--- config.mk ---
export PLATFORM = sky130hd
export DESIGN_NAME = input_subsystem
export DESIGN_NICKNAME = d
export VERILOG_FILES = /design/src/rtl/input_pkg.sv /design/src/rtl/entry_if.sv /design/src/rtl/stable_filter.sv /design/src/rtl/keypad_scanner.sv /design/src/rtl/decimal_entry.sv /design/src/rtl/input_resolver.sv /design/src/rtl/input_subsystem.sv
export VERILOG_INCLUDE_DIRS = /design/src /design/src/rtl
export SDC_FILE = /design/constraint.sdc
export NUM_CORES = 1
export LEC_CHECK = 0
export BUFFER_PORTS_ARGS = -buffer_cell sky130_fd_sc_hd__buf_4
export CORE_MARGIN = 2
export CORE_UTILIZATION = 50
export DETAILED_ROUTE_END_ITERATION = 10
export PLACE_DENSITY = 0.75
export SYNTH_ARGS = -nofsm -noshare
export SYNTH_HDL_FRONTEND = slang
export SYNTH_SLANG_ARGS = --single-unit
--- constraint.sdc ---
create_clock -name clk -period 13.65 [get_ports clk]
set_clock_uncertainty 0.2 [all_clocks]
set_input_delay 2.73 -clock clk [delete_from_list [all_inputs] [get_ports clk]]
set_output_delay 2.73 -clock clk [all_outputs]
set_load 0.01 [all_outputs]
--- src/rtl/input_defines.svh ---
`ifndef INPUT_DEFINES_SVH
`define INPUT_DEFINES_SVH

// width of the value handed to the CPU
`define INPUT_DATA_WIDTH 32

// slide switches on the board
`define INPUT_SW_WIDTH 16

// the display holds ten decimal digits, the last two light the overflow LEDs
`define INPUT_MAX_DIGITS 10

// cycles a sampled value has to hold before it is trusted
// small for simulation, a board build wants milliseconds here
`define INPUT_DEBOUNCE_CYCLES 4

// cycles each keypad row stays driven, longer than the debounce time
`define INPUT_SCAN_CYCLES 8

`endif

--- src/rtl/input_pkg.sv ---
`include "input_defines.svh"

package input_pkg;

    // {row nibble, column nibble}, both active low
    typedef logic [7:0] key_coord_t;

    typedef logic [`INPUT_DATA_WIDTH-1:0]            data_word_t;
    typedef logic [`INPUT_SW_WIDTH-1:0]              switch_word_t;
    typedef logic [$clog2(`INPUT_MAX_DIGITS+1)-1:0]  digit_count_t;

    typedef enum logic [1:0] {
        IDLE,       // no request from the CPU
        KEYPAD,     // digits are being typed
        SWITCH,     // value comes from the slide switches
        PAUSE       // CPU held by the user
    } entry_state_t;

    localparam key_coord_t KEY_NONE      = 8'b1111_1111;

    localparam key_coord_t KEY_ZERO      = 8'b0111_1101;
    localparam key_coord_t KEY_ONE       = 8'b1110_1110;
    localparam key_coord_t KEY_TWO       = 8'b1110_1101;
    localparam key_coord_t KEY_THREE     = 8'b1110_1011;
    localparam key_coord_t KEY_FOUR      = 8'b1101_1110;
    localparam key_coord_t KEY_FIVE      = 8'b1101_1101;
    localparam key_coord_t KEY_SIX       = 8'b1101_1011;
    localparam key_coord_t KEY_SEVEN     = 8'b1011_1110;
    localparam key_coord_t KEY_EIGHT     = 8'b1011_1101;
    localparam key_coord_t KEY_NINE      = 8'b1011_1011;

    localparam key_coord_t KEY_BACKSPACE = 8'b0111_1110;  // "*"
    localparam key_coord_t KEY_ENTER     = 8'b0111_1011;  // "#"
    localparam key_coord_t KEY_PAUSE     = 8'b1110_0111;  // "A"
    localparam key_coord_t KEY_SWITCH    = 8'b1101_0111;  // "B"

endpackage

--- src/rtl/entry_if.sv ---
`timescale 1ns/1ps

interface entry_if;
    import input_pkg::*;

    logic         start;        // pulse, CPU request accepted
    logic         complete;     // pulse, user pressed enter
    data_word_t   value;
    logic         from_switch;  // switches hold the answer, not value
    digit_count_t digit_count;

    modport entry (
        input  start,
        output complete,
        output value,
        output from_switch,
        output digit_count
    );

    modport resolver (
        output start,
        input  complete,
        input  value,
        input  from_switch,
        input  digit_count
    );

endinterface

--- src/rtl/stable_filter.sv ---
`timescale 1ns/1ps
`include "input_defines.svh"

module stable_filter #(
    parameter type      payload_t   = logic [7:0],
    parameter payload_t reset_value = '0
) (
    input  logic     clk,
    input  logic     rst_n,
    input  payload_t raw,
    output payload_t stable
);

    localparam int               CNT_W       = $clog2(`INPUT_DEBOUNCE_CYCLES + 1);
    localparam logic [CNT_W-1:0] HOLD_CYCLES = CNT_W'(`INPUT_DEBOUNCE_CYCLES);

    payload_t         raw_q;     // last sampled input
    logic [CNT_W-1:0] hold_cnt;  // cycles raw_q has not moved

    always_ff @(posedge clk or negedge rst_n) begin
        if (!rst_n) begin
            raw_q    <= reset_value;
            hold_cnt <= '0;
            stable   <= reset_value;
        end else begin
            raw_q <= raw;
            if (raw != raw_q) begin
                hold_cnt <= CNT_W'(1);  // new value is held from this edge on
            end else if (hold_cnt != HOLD_CYCLES) begin
                hold_cnt <= hold_cnt + 1'b1;
            end
            if (hold_cnt == HOLD_CYCLES) begin
                stable <= raw_q;
            end
        end
    end

endmodule

--- src/rtl/keypad_scanner.sv ---
`timescale 1ns/1ps
`include "input_defines.svh"

module keypad_scanner (
    input  logic                  clk,
    input  logic                  rst_n,
    output logic [3:0]            key_row,
    input  logic [3:0]            key_col,
    output logic                  key_valid,
    output input_pkg::key_coord_t key_coord
);
    import input_pkg::*;

    localparam int                SCAN_W    = $clog2(`INPUT_SCAN_CYCLES);
    localparam logic [SCAN_W-1:0] SCAN_LAST = SCAN_W'(`INPUT_SCAN_CYCLES - 1);

    logic [SCAN_W-1:0] scan_cnt;
    logic [3:0]        row_d1;
    logic [3:0]        row_q;    // row that was driven when col_q was seen
    logic [3:0]        col_meta; // columns come straight from the board
    logic [3:0]        col_q;
    logic              col_hit;
    key_coord_t        raw_coord;
    key_coord_t        filt_coord;
    key_coord_t        filt_prev;

    assign col_hit   = (col_q != 4'hF);
    assign raw_coord = col_hit ? {row_q, col_q} : KEY_NONE;

    always_ff @(posedge clk or negedge rst_n) begin
        if (!rst_n) begin
            key_row  <= 4'b1110;
            scan_cnt <= '0;
            row_d1   <= 4'hF;
            row_q    <= 4'hF;
            col_meta <= 4'hF;
            col_q    <= 4'hF;
        end else begin
            row_d1   <= key_row;  // row delayed to line up with the column sync
            row_q    <= row_d1;
            col_meta <= key_col;
            col_q    <= col_meta;
            if (col_hit) begin
                scan_cnt <= '0;  // stay on this row while a key is down
            end else if (scan_cnt == SCAN_LAST) begin
                scan_cnt <= '0;
                key_row  <= {key_row[2:0], key_row[3]};
            end else begin
                scan_cnt <= scan_cnt + 1'b1;
            end
        end
    end

    stable_filter #(
        .payload_t   (key_coord_t),
        .reset_value (KEY_NONE)
    ) u_coord_filter (
        .clk    (clk),
        .rst_n  (rst_n),
        .raw    (raw_coord),
        .stable (filt_coord)
    );

    // one event per press, the key must be released before the next one
    always_ff @(posedge clk or negedge rst_n) begin
        if (!rst_n) begin
            filt_prev <= KEY_NONE;
            key_valid <= 1'b0;
            key_coord <= KEY_NONE;
        end else begin
            filt_prev <= filt_coord;
            key_valid <= (filt_prev == KEY_NONE) && (filt_coord != KEY_NONE);
            key_coord <= filt_coord;
        end
    end

endmodule

--- src/rtl/decimal_entry.sv ---
`timescale 1ns/1ps
`include "input_defines.svh"

module decimal_entry (
    input  logic                  clk,
    input  logic                  rst_n,
    input  logic                  key_valid,
    input  input_pkg::key_coord_t key_coord,
    input  logic                  ignore_pause,
    output logic                  cpu_pause,
    output logic                  overflow_9th,
    output logic                  overflow_10th,
    entry_if.entry                entry
);
    import input_pkg::*;

    localparam digit_count_t MAX_DIGITS = digit_count_t'(`INPUT_MAX_DIGITS);

    entry_state_t state;
    entry_state_t resume_state;  // state that "A" returns to
    logic         digit_hit;
    logic [3:0]   digit_val;
    logic         take_digit;
    logic         pause_key;

    always_comb begin
        digit_hit = 1'b1;
        digit_val = 4'd0;
        case (key_coord)
            KEY_ZERO:  digit_val = 4'd0;
            KEY_ONE:   digit_val = 4'd1;
            KEY_TWO:   digit_val = 4'd2;
            KEY_THREE: digit_val = 4'd3;
            KEY_FOUR:  digit_val = 4'd4;
            KEY_FIVE:  digit_val = 4'd5;
            KEY_SIX:   digit_val = 4'd6;
            KEY_SEVEN: digit_val = 4'd7;
            KEY_EIGHT: digit_val = 4'd8;
            KEY_NINE:  digit_val = 4'd9;
            default:   digit_hit = 1'b0;
        endcase
    end

    // a zero in front of an empty value is not a digit
    assign take_digit = key_valid && digit_hit && (entry.digit_count < MAX_DIGITS) &&
                        ((digit_val != 4'd0) || (entry.value != '0));
    assign pause_key  = key_valid && (key_coord == KEY_PAUSE);

    assign overflow_9th  = (entry.digit_count >= MAX_DIGITS - 1'b1);
    assign overflow_10th = (entry.digit_count == MAX_DIGITS);

    always_ff @(posedge clk or negedge rst_n) begin
        if (!rst_n) begin
            state             <= IDLE;
            resume_state      <= IDLE;
            cpu_pause         <= 1'b0;
            entry.complete    <= 1'b0;
            entry.value       <= '0;
            entry.from_switch <= 1'b0;
            entry.digit_count <= '0;
        end else begin
            entry.complete <= 1'b0;
            if (entry.start) begin  // new request starts from an empty value
                entry.value       <= '0;
                entry.from_switch <= 1'b0;
            end
            if (pause_key && state != PAUSE) begin
                state        <= PAUSE;
                resume_state <= entry.start ? KEYPAD : state;
                cpu_pause    <= 1'b1;
            end else begin
                case (state)
                    IDLE: begin
                        if (entry.start) begin
                            state <= KEYPAD;
                        end
                    end
                    KEYPAD: begin
                        if (take_digit) begin
                            entry.value       <= entry.value * 32'd10 + data_word_t'(digit_val);
                            entry.digit_count <= entry.digit_count + 1'b1;
                        end else if (key_valid) begin
                            case (key_coord)
                                KEY_BACKSPACE: begin
                                    if (entry.digit_count != '0) begin
                                        entry.value       <= entry.value / 32'd10;
                                        entry.digit_count <= entry.digit_count - 1'b1;
                                    end
                                end
                                KEY_SWITCH: begin
                                    state             <= SWITCH;
                                    entry.from_switch <= 1'b1;
                                end
                                KEY_ENTER: begin
                                    state             <= IDLE;
                                    entry.complete    <= 1'b1;
                                    entry.digit_count <= '0;
                                end
                                default: ;  // C, D and full-entry digits
                            endcase
                        end
                    end
                    SWITCH: begin
                        if (key_valid && key_coord == KEY_SWITCH) begin
                            state             <= KEYPAD;
                            entry.from_switch <= 1'b0;
                        end else if (key_valid && key_coord == KEY_ENTER) begin
                            state             <= IDLE;
                            entry.complete    <= 1'b1;
                            entry.digit_count <= '0;
                        end
                    end
                    PAUSE: begin
                        // a request accepted while paused opens the keypad on resume
                        if (entry.start) begin
                            resume_state <= KEYPAD;
                        end
                        if (pause_key && !ignore_pause) begin
                            state     <= entry.start ? KEYPAD : resume_state;
                            cpu_pause <= 1'b0;
                        end
                    end
                endcase
            end
        end
    end

endmodule

--- src/rtl/input_resolver.sv ---
`timescale 1ns/1ps

module input_resolver (
    input  logic                    clk,
    input  logic                    rst_n,
    input  logic                    req_valid,
    output logic                    req_ready,
    output logic                    rsp_valid,
    input  logic                    rsp_ready,
    output input_pkg::data_word_t   rsp_data,
    output logic                    rsp_from_switch,
    input  input_pkg::switch_word_t switches,
    entry_if.resolver               entry
);
    import input_pkg::*;

    typedef enum logic [1:0] {
        PH_READY,  // free for a new request
        PH_WAIT,   // user is typing
        PH_HOLD    // response offered to the CPU
    } phase_t;

    phase_t phase;

    assign req_ready = (phase == PH_READY);
    assign rsp_valid = (phase == PH_HOLD);

    always_ff @(posedge clk or negedge rst_n) begin
        if (!rst_n) begin
            phase       <= PH_READY;
            entry.start <= 1'b0;
        end else begin
            entry.start <= req_valid && req_ready;
            case (phase)
                PH_READY: if (req_valid) phase <= PH_WAIT;
                PH_WAIT:  if (entry.complete) phase <= PH_HOLD;
                PH_HOLD:  if (rsp_ready) phase <= PH_READY;
                default:  phase <= PH_READY;
            endcase
        end
    end

    // response payload, held for as long as the CPU stalls
    always_ff @(posedge clk) begin
        if (phase == PH_WAIT && entry.complete) begin
            rsp_from_switch <= entry.from_switch;
            rsp_data        <= entry.from_switch ? data_word_t'(switches) : entry.value;
        end
    end

endmodule

--- src/rtl/input_subsystem.sv ---
`timescale 1ns/1ps

module input_subsystem (
    input  logic                    clk,
    input  logic                    rst_n,
    output logic [3:0]              key_row,
    input  logic [3:0]              key_col,
    input  input_pkg::switch_word_t sw,
    input  logic                    req_valid,
    output logic                    req_ready,
    output logic                    rsp_valid,
    input  logic                    rsp_ready,
    output input_pkg::data_word_t   rsp_data,
    output logic                    rsp_from_switch,
    input  logic                    ignore_pause,
    output logic                    cpu_pause,
    output logic                    overflow_9th,
    output logic                    overflow_10th
);
    import input_pkg::*;

    logic         key_valid;
    key_coord_t   key_coord;
    switch_word_t sw_stable;  // debounced switch bank

    entry_if u_entry_if ();

    keypad_scanner u_keypad_scanner (
        .clk       (clk),
        .rst_n     (rst_n),
        .key_row   (key_row),
        .key_col   (key_col),
        .key_valid (key_valid),
        .key_coord (key_coord)
    );

    stable_filter #(
        .payload_t   (switch_word_t),
        .reset_value ('0)
    ) u_switch_filter (
        .clk    (clk),
        .rst_n  (rst_n),
        .raw    (sw),
        .stable (sw_stable)
    );

    decimal_entry u_decimal_entry (
        .clk           (clk),
        .rst_n         (rst_n),
        .key_valid     (key_valid),
        .key_coord     (key_coord),
        .ignore_pause  (ignore_pause),
        .cpu_pause     (cpu_pause),
        .overflow_9th  (overflow_9th),
        .overflow_10th (overflow_10th),
        .entry         (u_entry_if.entry)
    );

    input_resolver u_input_resolver (
        .clk             (clk),
        .rst_n           (rst_n),
        .req_valid       (req_valid),
        .req_ready       (req_ready),
        .rsp_valid       (rsp_valid),
        .rsp_ready       (rsp_ready),
        .rsp_data        (rsp_data),
        .rsp_from_switch (rsp_from_switch),
        .switches        (sw_stable),
        .entry           (u_entry_if.resolver)
    );

endmodule

==> qor.tcl, run 1 <==
set qor(outcome) {complete, no violations}
set qor(clk_path_buf_depth) 2
set qor(drt-vias-per-instance) 6.40
set qor(min_path_type) {flop to flop}
set qor(slew_headroom) 0.222
set qor(reg2reg_from) {u_decimal_entry.entry.value[31]}
set qor(synth_flop_cell) {dfrtp_1}
set qor(portBuffers) 66
set qor(place.detailed.hpwl_mm) 26.2
set qor(place.gp.congestion) 0.940
set qor(timing_max_transition_violations_final) 0
set qor(ys_seq_area_frac) 0.302
set qor(finalSetupViolations) 0
set qor(critPathMaxStageDelay_ns) 0.89
set qor(crit_fanout) 28
set qor(synth_fp_nets) 1761
set qor(critPathKind) {flop to flop}
set qor(finalWirelength_mm) 37.0
set qor(tritoncts.num_buffers) 17
set qor(ios) 67
set qor(final_cell_count_no_fill) 2044
set qor(postCtsSetupRepairBufs) 0
set qor(yosysUniqueCellTypes) 129
set qor(fmax_mhz) 80.9
set qor(p_per_area_nw_per_um2) 75.3
set qor(setup_tns_ns) 0
set qor(layout-area-overhead-vs-synth_pct) 8.29
set qor(power.static_leakage_nw) 6.39
set qor(psw_uw) 352
set qor(cts-root-buf) {clkbuf_16}
set qor(core_occupancy_in_the_finished_layout) 0.546
set qor(setup.worst_path.end_class) {flop}
set qor(cp-endpoint) {u_decimal_entry.entry.value[0]}
set qor(wl_per_cell_um) 18.1
set qor(cts_htree_levels) 4
set qor(cts_resized) 0
set qor(intPower_uw) 822
set qor(synth_top_area_cell) {dfrtp_1}
set qor(antenna_cells) 0
set qor(post_route_cells_drive_above_1_share) 0.163
set qor(cell_count_after_synthesis) 1662
set qor(cts_hold_buffers) 0
set qor(pwr-share-clk) 0.428
set qor(standard_cell_with_the_maximum_stage_delay_on_the_critical_path) {dfrtp_1}
set qor(post-route-period-util) 0.905
set qor(overall_power_of_the_completed_layout_mw) 1.17
set qor(clk_latency_ns) 0.45
set qor(cap_viol_max_count) 0
set qor(groute.usage.overall) 0.245
set qor(ant_nets) 0
set qor(synth_top_area_share) 0.155
set qor(timing.rr.end) {u_decimal_entry.entry.value[0]}
set qor(ys_seq_elements) 165
set qor(timing.reg2reg.setup_slack_ns) 1.30
set qor(initial_antenna_violation_count) 0
set qor(die-width_um) 174
set qor(num_vias) 13100
set qor(rows) 62
set qor(critPathArrivalTime_ns) 12.50
set qor(syn_area_um2) 14400
set qor(total_instance_count_after_detailed_placement) 2012
set qor(irDropWorstVdd_v) 0.0000804
set qor(rr_worst_depth) 35
set qor(tightest_slew_ns) 1.16
set qor(sink_count) 165
set qor(initialDrtViolationCount) 1292
set qor(finalWorstPathRequiredPeriod_ns) 12.35
set qor(power_frac_seq) 0.457
set qor(grt_max_degree) 77
set qor(synth_area_leaders) {dfrtp_1 15%, dfstp_2 7.8%, edfxtp_1 6.9%}
set qor(congestion_overflow_gr) 0
set qor(finalHoldViolCount) 0
set qor(detail_route.first_pass.iterations) 6
set qor(worst_setup_path_startpoint) {u_decimal_entry.entry.value[31]}
set qor(worst_setup_path_start_kind) {flop}
set qor(swShare) 0.300
set qor(synth.most_common_cell) {nand2_1}
set qor(placed_cell_area_um2) 15000
set qor(synth-edff-count) 33
set qor(clk_pin_slew_worst_paths_ns) 0.09
set qor(fin_nets) 1746
set qor(rsz0062_at_grt) {no}
set qor(die-area_um2) 30200
set qor(synth_area_per_cell_um2) 8.67
set qor(drc) 0
set qor(cp.required_ns) 13.80
set qor(core-area_um2) 28500
set qor(clock_tree_from_tritoncts) {yes}
set qor(global_route_wire_length_before_repair_mm) 61.8
set qor(finalInstanceArea_um2) 15600
set qor(chipHeight_um) 174
set qor(combinational_power_share) 0.115
set qor(initial_standard_cell_utilization_of_the_core) 0.504
set qor(synthArstFlopShare) 0.800
set qor(number_of_global_route_vias_before_repair) 12500
set qor(post_synth_most_frequent_cells) {173 x nand2_1, 118 x nor2_1, 95 x a21oi_1, 89 x dfrtp_1, 87 x o21ai_0}
set qor(yosysWarnings) 0
-- power by group through the flow --
stage	Combinational [mW]	Clock [mW]	Sequential, mW
floorplan	0.0966	0	0.536
global placement	0.130	0	0.545
CTS	0.135	0.511	0.537
finish	0.134	0.502	0.537
global route	0.154	0.526	0.540
detailed placement	0.135	0	0.546
-- stage by stage --
step	hold WS, ns	setup slack, ns
5_1_grt	0.164	0.353
2_1_floorplan	0.145	3.81
3_5_place_dp	0.147	1.61
4_1_cts	0.158	1.54
6_report	0.157	1.30
3_3_place_gp	0.146	1.99
-- layer usage --
| metal | GRT usage | part of all wire | vias to the layer above | wire (µm) |
|---|---|---|---|---|
| met3 | 0.0311 | 0.051 | 70 | 1910 |
| li1 | - | - | 6238 | - |
| met4 | 0.0774 | 0.022 | 0 | 807 |
| met1 | 0.325 | 0.45 | 6318 | 16600 |
| met2 | 0.416 | 0.48 | 456 | 17800 |
| met5 | 0 | 0 | - | 0 |
-- final cells by class --
| cell class | count | area, µm² |
|---|---|---|
| fill | 2647 | 13000 |
| multi-input combinational | 1320 | 9320 |
| timing repair buffer | 76 | 574 |
| tap | 384 | 480 |
| clock buffer | 18 | 439 |
| sequential | 165 | 4350 |
| clock inverter | 14 | 176 |
| inverter | 67 | 251 |
-- cell usage in the layout (no fill, tap or decap), types with 43 or more instances in the layout --
master / count
ha_1: 72
xnor2_1: 52
buf_4: 75
nand3_1: 53
inv_1: 62
dfrtp_1: 88
nand2_1: 173
nor2_1: 118
o21ai_0: 87
dfstp_2: 43
xor2_1: 50
a21oi_1: 95
-- registers in the layout (all words and copies together), names as in the netlist, 8 cells and up --
signal and cells:
u_decimal_entry.entry.value 32, u_input_resolver.rsp_data 32, u_switch_filter.raw_q 16, u_switch_filter.stable 16
u_keypad_scanner.key_coord 8, u_keypad_scanner.u_coord_filter.raw_q 8, u_keypad_scanner.u_coord_filter.stable 8
-- how the worst min path moves through the flow --
stage                                       startpoint                         to  cells past startpoint
after CTS                   u_keypad_scanner.row_d1[0]  u_keypad_scanner.row_q[0]                      0
final                       u_keypad_scanner.row_d1[1]  u_keypad_scanner.row_q[1]                      0
after floorplan           u_keypad_scanner.col_meta[0]  u_keypad_scanner.col_q[0]                      0
after global routing      u_keypad_scanner.col_meta[2]  u_keypad_scanner.col_q[2]                      0
after detailed placement    u_keypad_scanner.row_d1[2]  u_keypad_scanner.row_q[2]                      0
after global placement      u_keypad_scanner.row_d1[2]  u_keypad_scanner.row_q[2]                      0
-- worst max-delay path: cells and delay by family (launching register included) --
kind / cells / cell delay [ns]
AO/OA/AOI/OAI: 20 / 5.89
AND/OR/NAND/NOR: 10 / 3.85
multiplexers: 3 / 1.11
flip-flops: 1 / 0.89
XOR/XNOR: 2 / 0.28
-- logic make-up after synthesis --
| logic type | share of synthesized area |
|---|---|
| AOI/OAI and AO/OA | 0.252 |
| xor gates and xnor gates | 0.0704 |
| adders and majority gates | 0.0683 |
| buffers and inverters | 0.0513 |
| DFF | 0.302 |
| muxes | 0.0400 |
| and+or+nand+nor | 0.216 |
No activity file was read; power rests on OpenSTA's default activity.
==> run 2, diff against run 1 <==
- CORE_ASPECT_RATIO: not set -> 0.7
==> run 2 against run 1 <==
  * Sequential share of layout area grew 0.090 points
  * Global-route usage grew 0.95 points
  * Clock power grew 1%
  * Die area is essentially flat
  * Wire length grew 3.6%
  * Worst hold slack is essentially flat
  * Setup slack lost 0.12 ns
  * Critical path type unchanged
  * Highest routed layer is now met5
==> qor.tcl, run 2 (same netlist as run 1, synthesis figures left out) <==
set qor(mostFrequentLayoutCells) {173 x nand2_1, 118 x nor2_1, 95 x a21oi_1}
set qor(psw_uw) 357
set qor(rows) 51
set qor(critical-path-top-cell-by-count) {a21oi_1}
set qor(rsz0062_at_grt) {no}
set qor(setup.worst_path.end_class) {flop}
set qor(critPathMaxStageDelay_ns) 0.90
set qor(sink_count) 165
set qor(clk_latency_ns) 0.45
set qor(number_of_global_route_vias_before_repair) 11900
set qor(pwr-share-clk) 0.428
set qor(top_regs) {u_decimal_entry.entry.value (32), u_input_resolver.rsp_data (32)}
set qor(combinational_power_share) 0.120
set qor(p_per_area_nw_per_um2) 76.4
set qor(critPathArrivalTime_ns) 12.63
set qor(timing_max_transition_violations_final) 0
set qor(total_instance_count_after_detailed_placement) 1998
set qor(drc) 0
set qor(tightest_slew_ns) 1.15
set qor(finalWorstPathRequiredPeriod_ns) 12.47
set qor(cts_hold_buffers) 0
set qor(initialDrtViolationCount) 1503
set qor(postCtsSetupRepairBufs) 0
set qor(cts_htree_levels) 4
set qor(irDropWorstVdd_v) 0.0000762
set qor(grt_max_degree) 70
set qor(place.detailed.hpwl_mm) 27.6
set qor(cap_viol_max_count) 0
set qor(layout_commonest_cell) {nand2_1}
set qor(core-area_um2) 28100
set qor(tritoncts.num_buffers) 17
set qor(setup_tns_ns) 0
set qor(post-route-period-util) 0.914
set qor(clk_path_buf_depth) 2
set qor(finalSetupViolations) 0
set qor(initial_antenna_violation_count) 1
set qor(groute.usage.overall) 0.254
set qor(fmax_mhz) 80.2
set qor(chipHeight_um) 146
set qor(standard_cell_with_the_maximum_stage_delay_on_the_critical_path) {dfrtp_1}
set qor(initial_standard_cell_utilization_of_the_core) 0.513
set qor(finalHoldViolCount) 0
set qor(layout-area-overhead-vs-synth_pct) 7.94
set qor(clock_tree_from_tritoncts) {yes}
set qor(place.gp.congestion) 0.959
set qor(timing.rr.end) {u_decimal_entry.entry.value[0]}
set qor(global_route_wire_length_before_repair_mm) 62.6
set qor(num_vias) 13200
set qor(power.static_leakage_nw) 6.38
set qor(ios) 67
set qor(cts_resized) 0
set qor(reg2reg_from) {u_decimal_entry.entry.value[31]}
set qor(drt-vias-per-instance) 6.49
set qor(detail_route.first_pass.iterations) 7
set qor(final_cell_count_no_fill) 2030
set qor(antenna_cells) 0
set qor(count_of_cells_along_the_worst_hold_path) 0
set qor(die-width_um) 207
set qor(cp.required_ns) 13.80
set qor(finalWirelength_mm) 38.4
set qor(min_path_type) {flop to flop}
set qor(wl_per_cell_um) 18.9
set qor(congestion_overflow_gr) 0
set qor(swShare) 0.300
set qor(worst_hold_path.endpoint) {u_keypad_scanner.row_q[0]}
set qor(crit_fanout) 28
set qor(intPower_uw) 831
set qor(hold_start) {u_keypad_scanner.row_d1[0]}
set qor(rr_worst_depth) 35
set qor(worst_setup_path_start_kind) {flop}
set qor(clk_pin_slew_worst_paths_ns) 0.08
set qor(critPathKind) {flop to flop}
set qor(post_route_cells_drive_above_1_share) 0.161
set qor(outcome) {complete, no violations}
set qor(slew_headroom) 0.225
set qor(ant_nets) 0
set qor(die-area_um2) 30200
set qor(timing.reg2reg.setup_slack_ns) 1.18
set qor(power_frac_seq) 0.452
set qor(cts-root-buf) {clkbuf_16}
set qor(fin_nets) 1745
set qor(portBuffers) 66
run 2: worst max-delay path by stage:
stage / startpoint / endpoint / slack (ns)
after global placement: u_decimal_entry.entry.value[31] / u_decimal_entry.entry.value[0] / 1.90
final: u_decimal_entry.entry.value[31] / u_decimal_entry.entry.value[0] / 1.18
after global routing: u_decimal_entry.entry.value[31] / u_decimal_entry.entry.value[0] / 0.15
after CTS: u_decimal_entry.entry.value[31] / u_decimal_entry.entry.value[0] / 1.51
after floorplan: u_decimal_entry.entry.value[27] / u_decimal_entry.entry.value[0] / 3.81
after detailed placement: u_decimal_entry.entry.value[31] / u_decimal_entry.entry.value[0] / 1.55
run 2: critical path: cells and delay by family, from the launching register on:
| kind | cells | cell delay (ns) |
|---|---|---|
| and+or+nand+nor | 10 | 4.02 |
| muxes | 3 | 1.10 |
| AOI/OAI and AO/OA | 21 | 6.05 |
| xor gates and xnor gates | 1 | 0.12 |
| DFF | 1 | 0.90 |
run 2: layer usage:
metal | share of wire | vias to the layer above | track usage | routed length [µm]
met5 | 0.00021 | - | 0 | 8
met4 | 0.011 | 2 | 0.0486 | 415
met3 | 0.10 | 43 | 0.0578 | 3890
met2 | 0.42 | 611 | 0.351 | 16000
met1 | 0.47 | 6315 | 0.400 | 18100
li1 | - | 6204 | - | -
run 2: metrics by stage:
stage | util | power, mW | setup WS (ns) | instance area, µm² | hold WS [ns]
2_1_floorplan | - | 0.633 | 3.81 | 14400 | 0.145
3_3_place_gp | 0.532 | 0.680 | 1.90 | 15000 | 0.146
3_5_place_dp | 0.532 | 0.686 | 1.55 | 15000 | 0.148
4_1_cts | 0.554 | 1.19 | 1.51 | 15500 | 0.158
5_1_grt | 0.554 | 1.23 | 0.151 | 15500 | 0.159
6_report | 0.554 | 1.19 | 1.18 | 15500 | 0.156
run 2: area by class of cell:
type | count | area [µm²]
Clock inverter | 15 | 169
Fill cell | 2499 | 12500
Multi-Input combinational cell | 1320 | 9320
Sequential cell | 165 | 4350
Clock buffer | 17 | 425
Timing Repair Buffer | 75 | 567
Tap cell | 371 | 464
Inverter | 67 | 251
run 2: power groups by stage:
stage | sequential (mW) | clock [mW] | combinational, mW
6_report | 0.537 | 0.508 | 0.143
5_1_grt | 0.540 | 0.532 | 0.161
4_1_cts | 0.536 | 0.513 | 0.141
3_5_place_dp | 0.545 | 0 | 0.140
3_3_place_gp | 0.544 | 0 | 0.136
2_1_floorplan | 0.536 | 0 | 0.0966
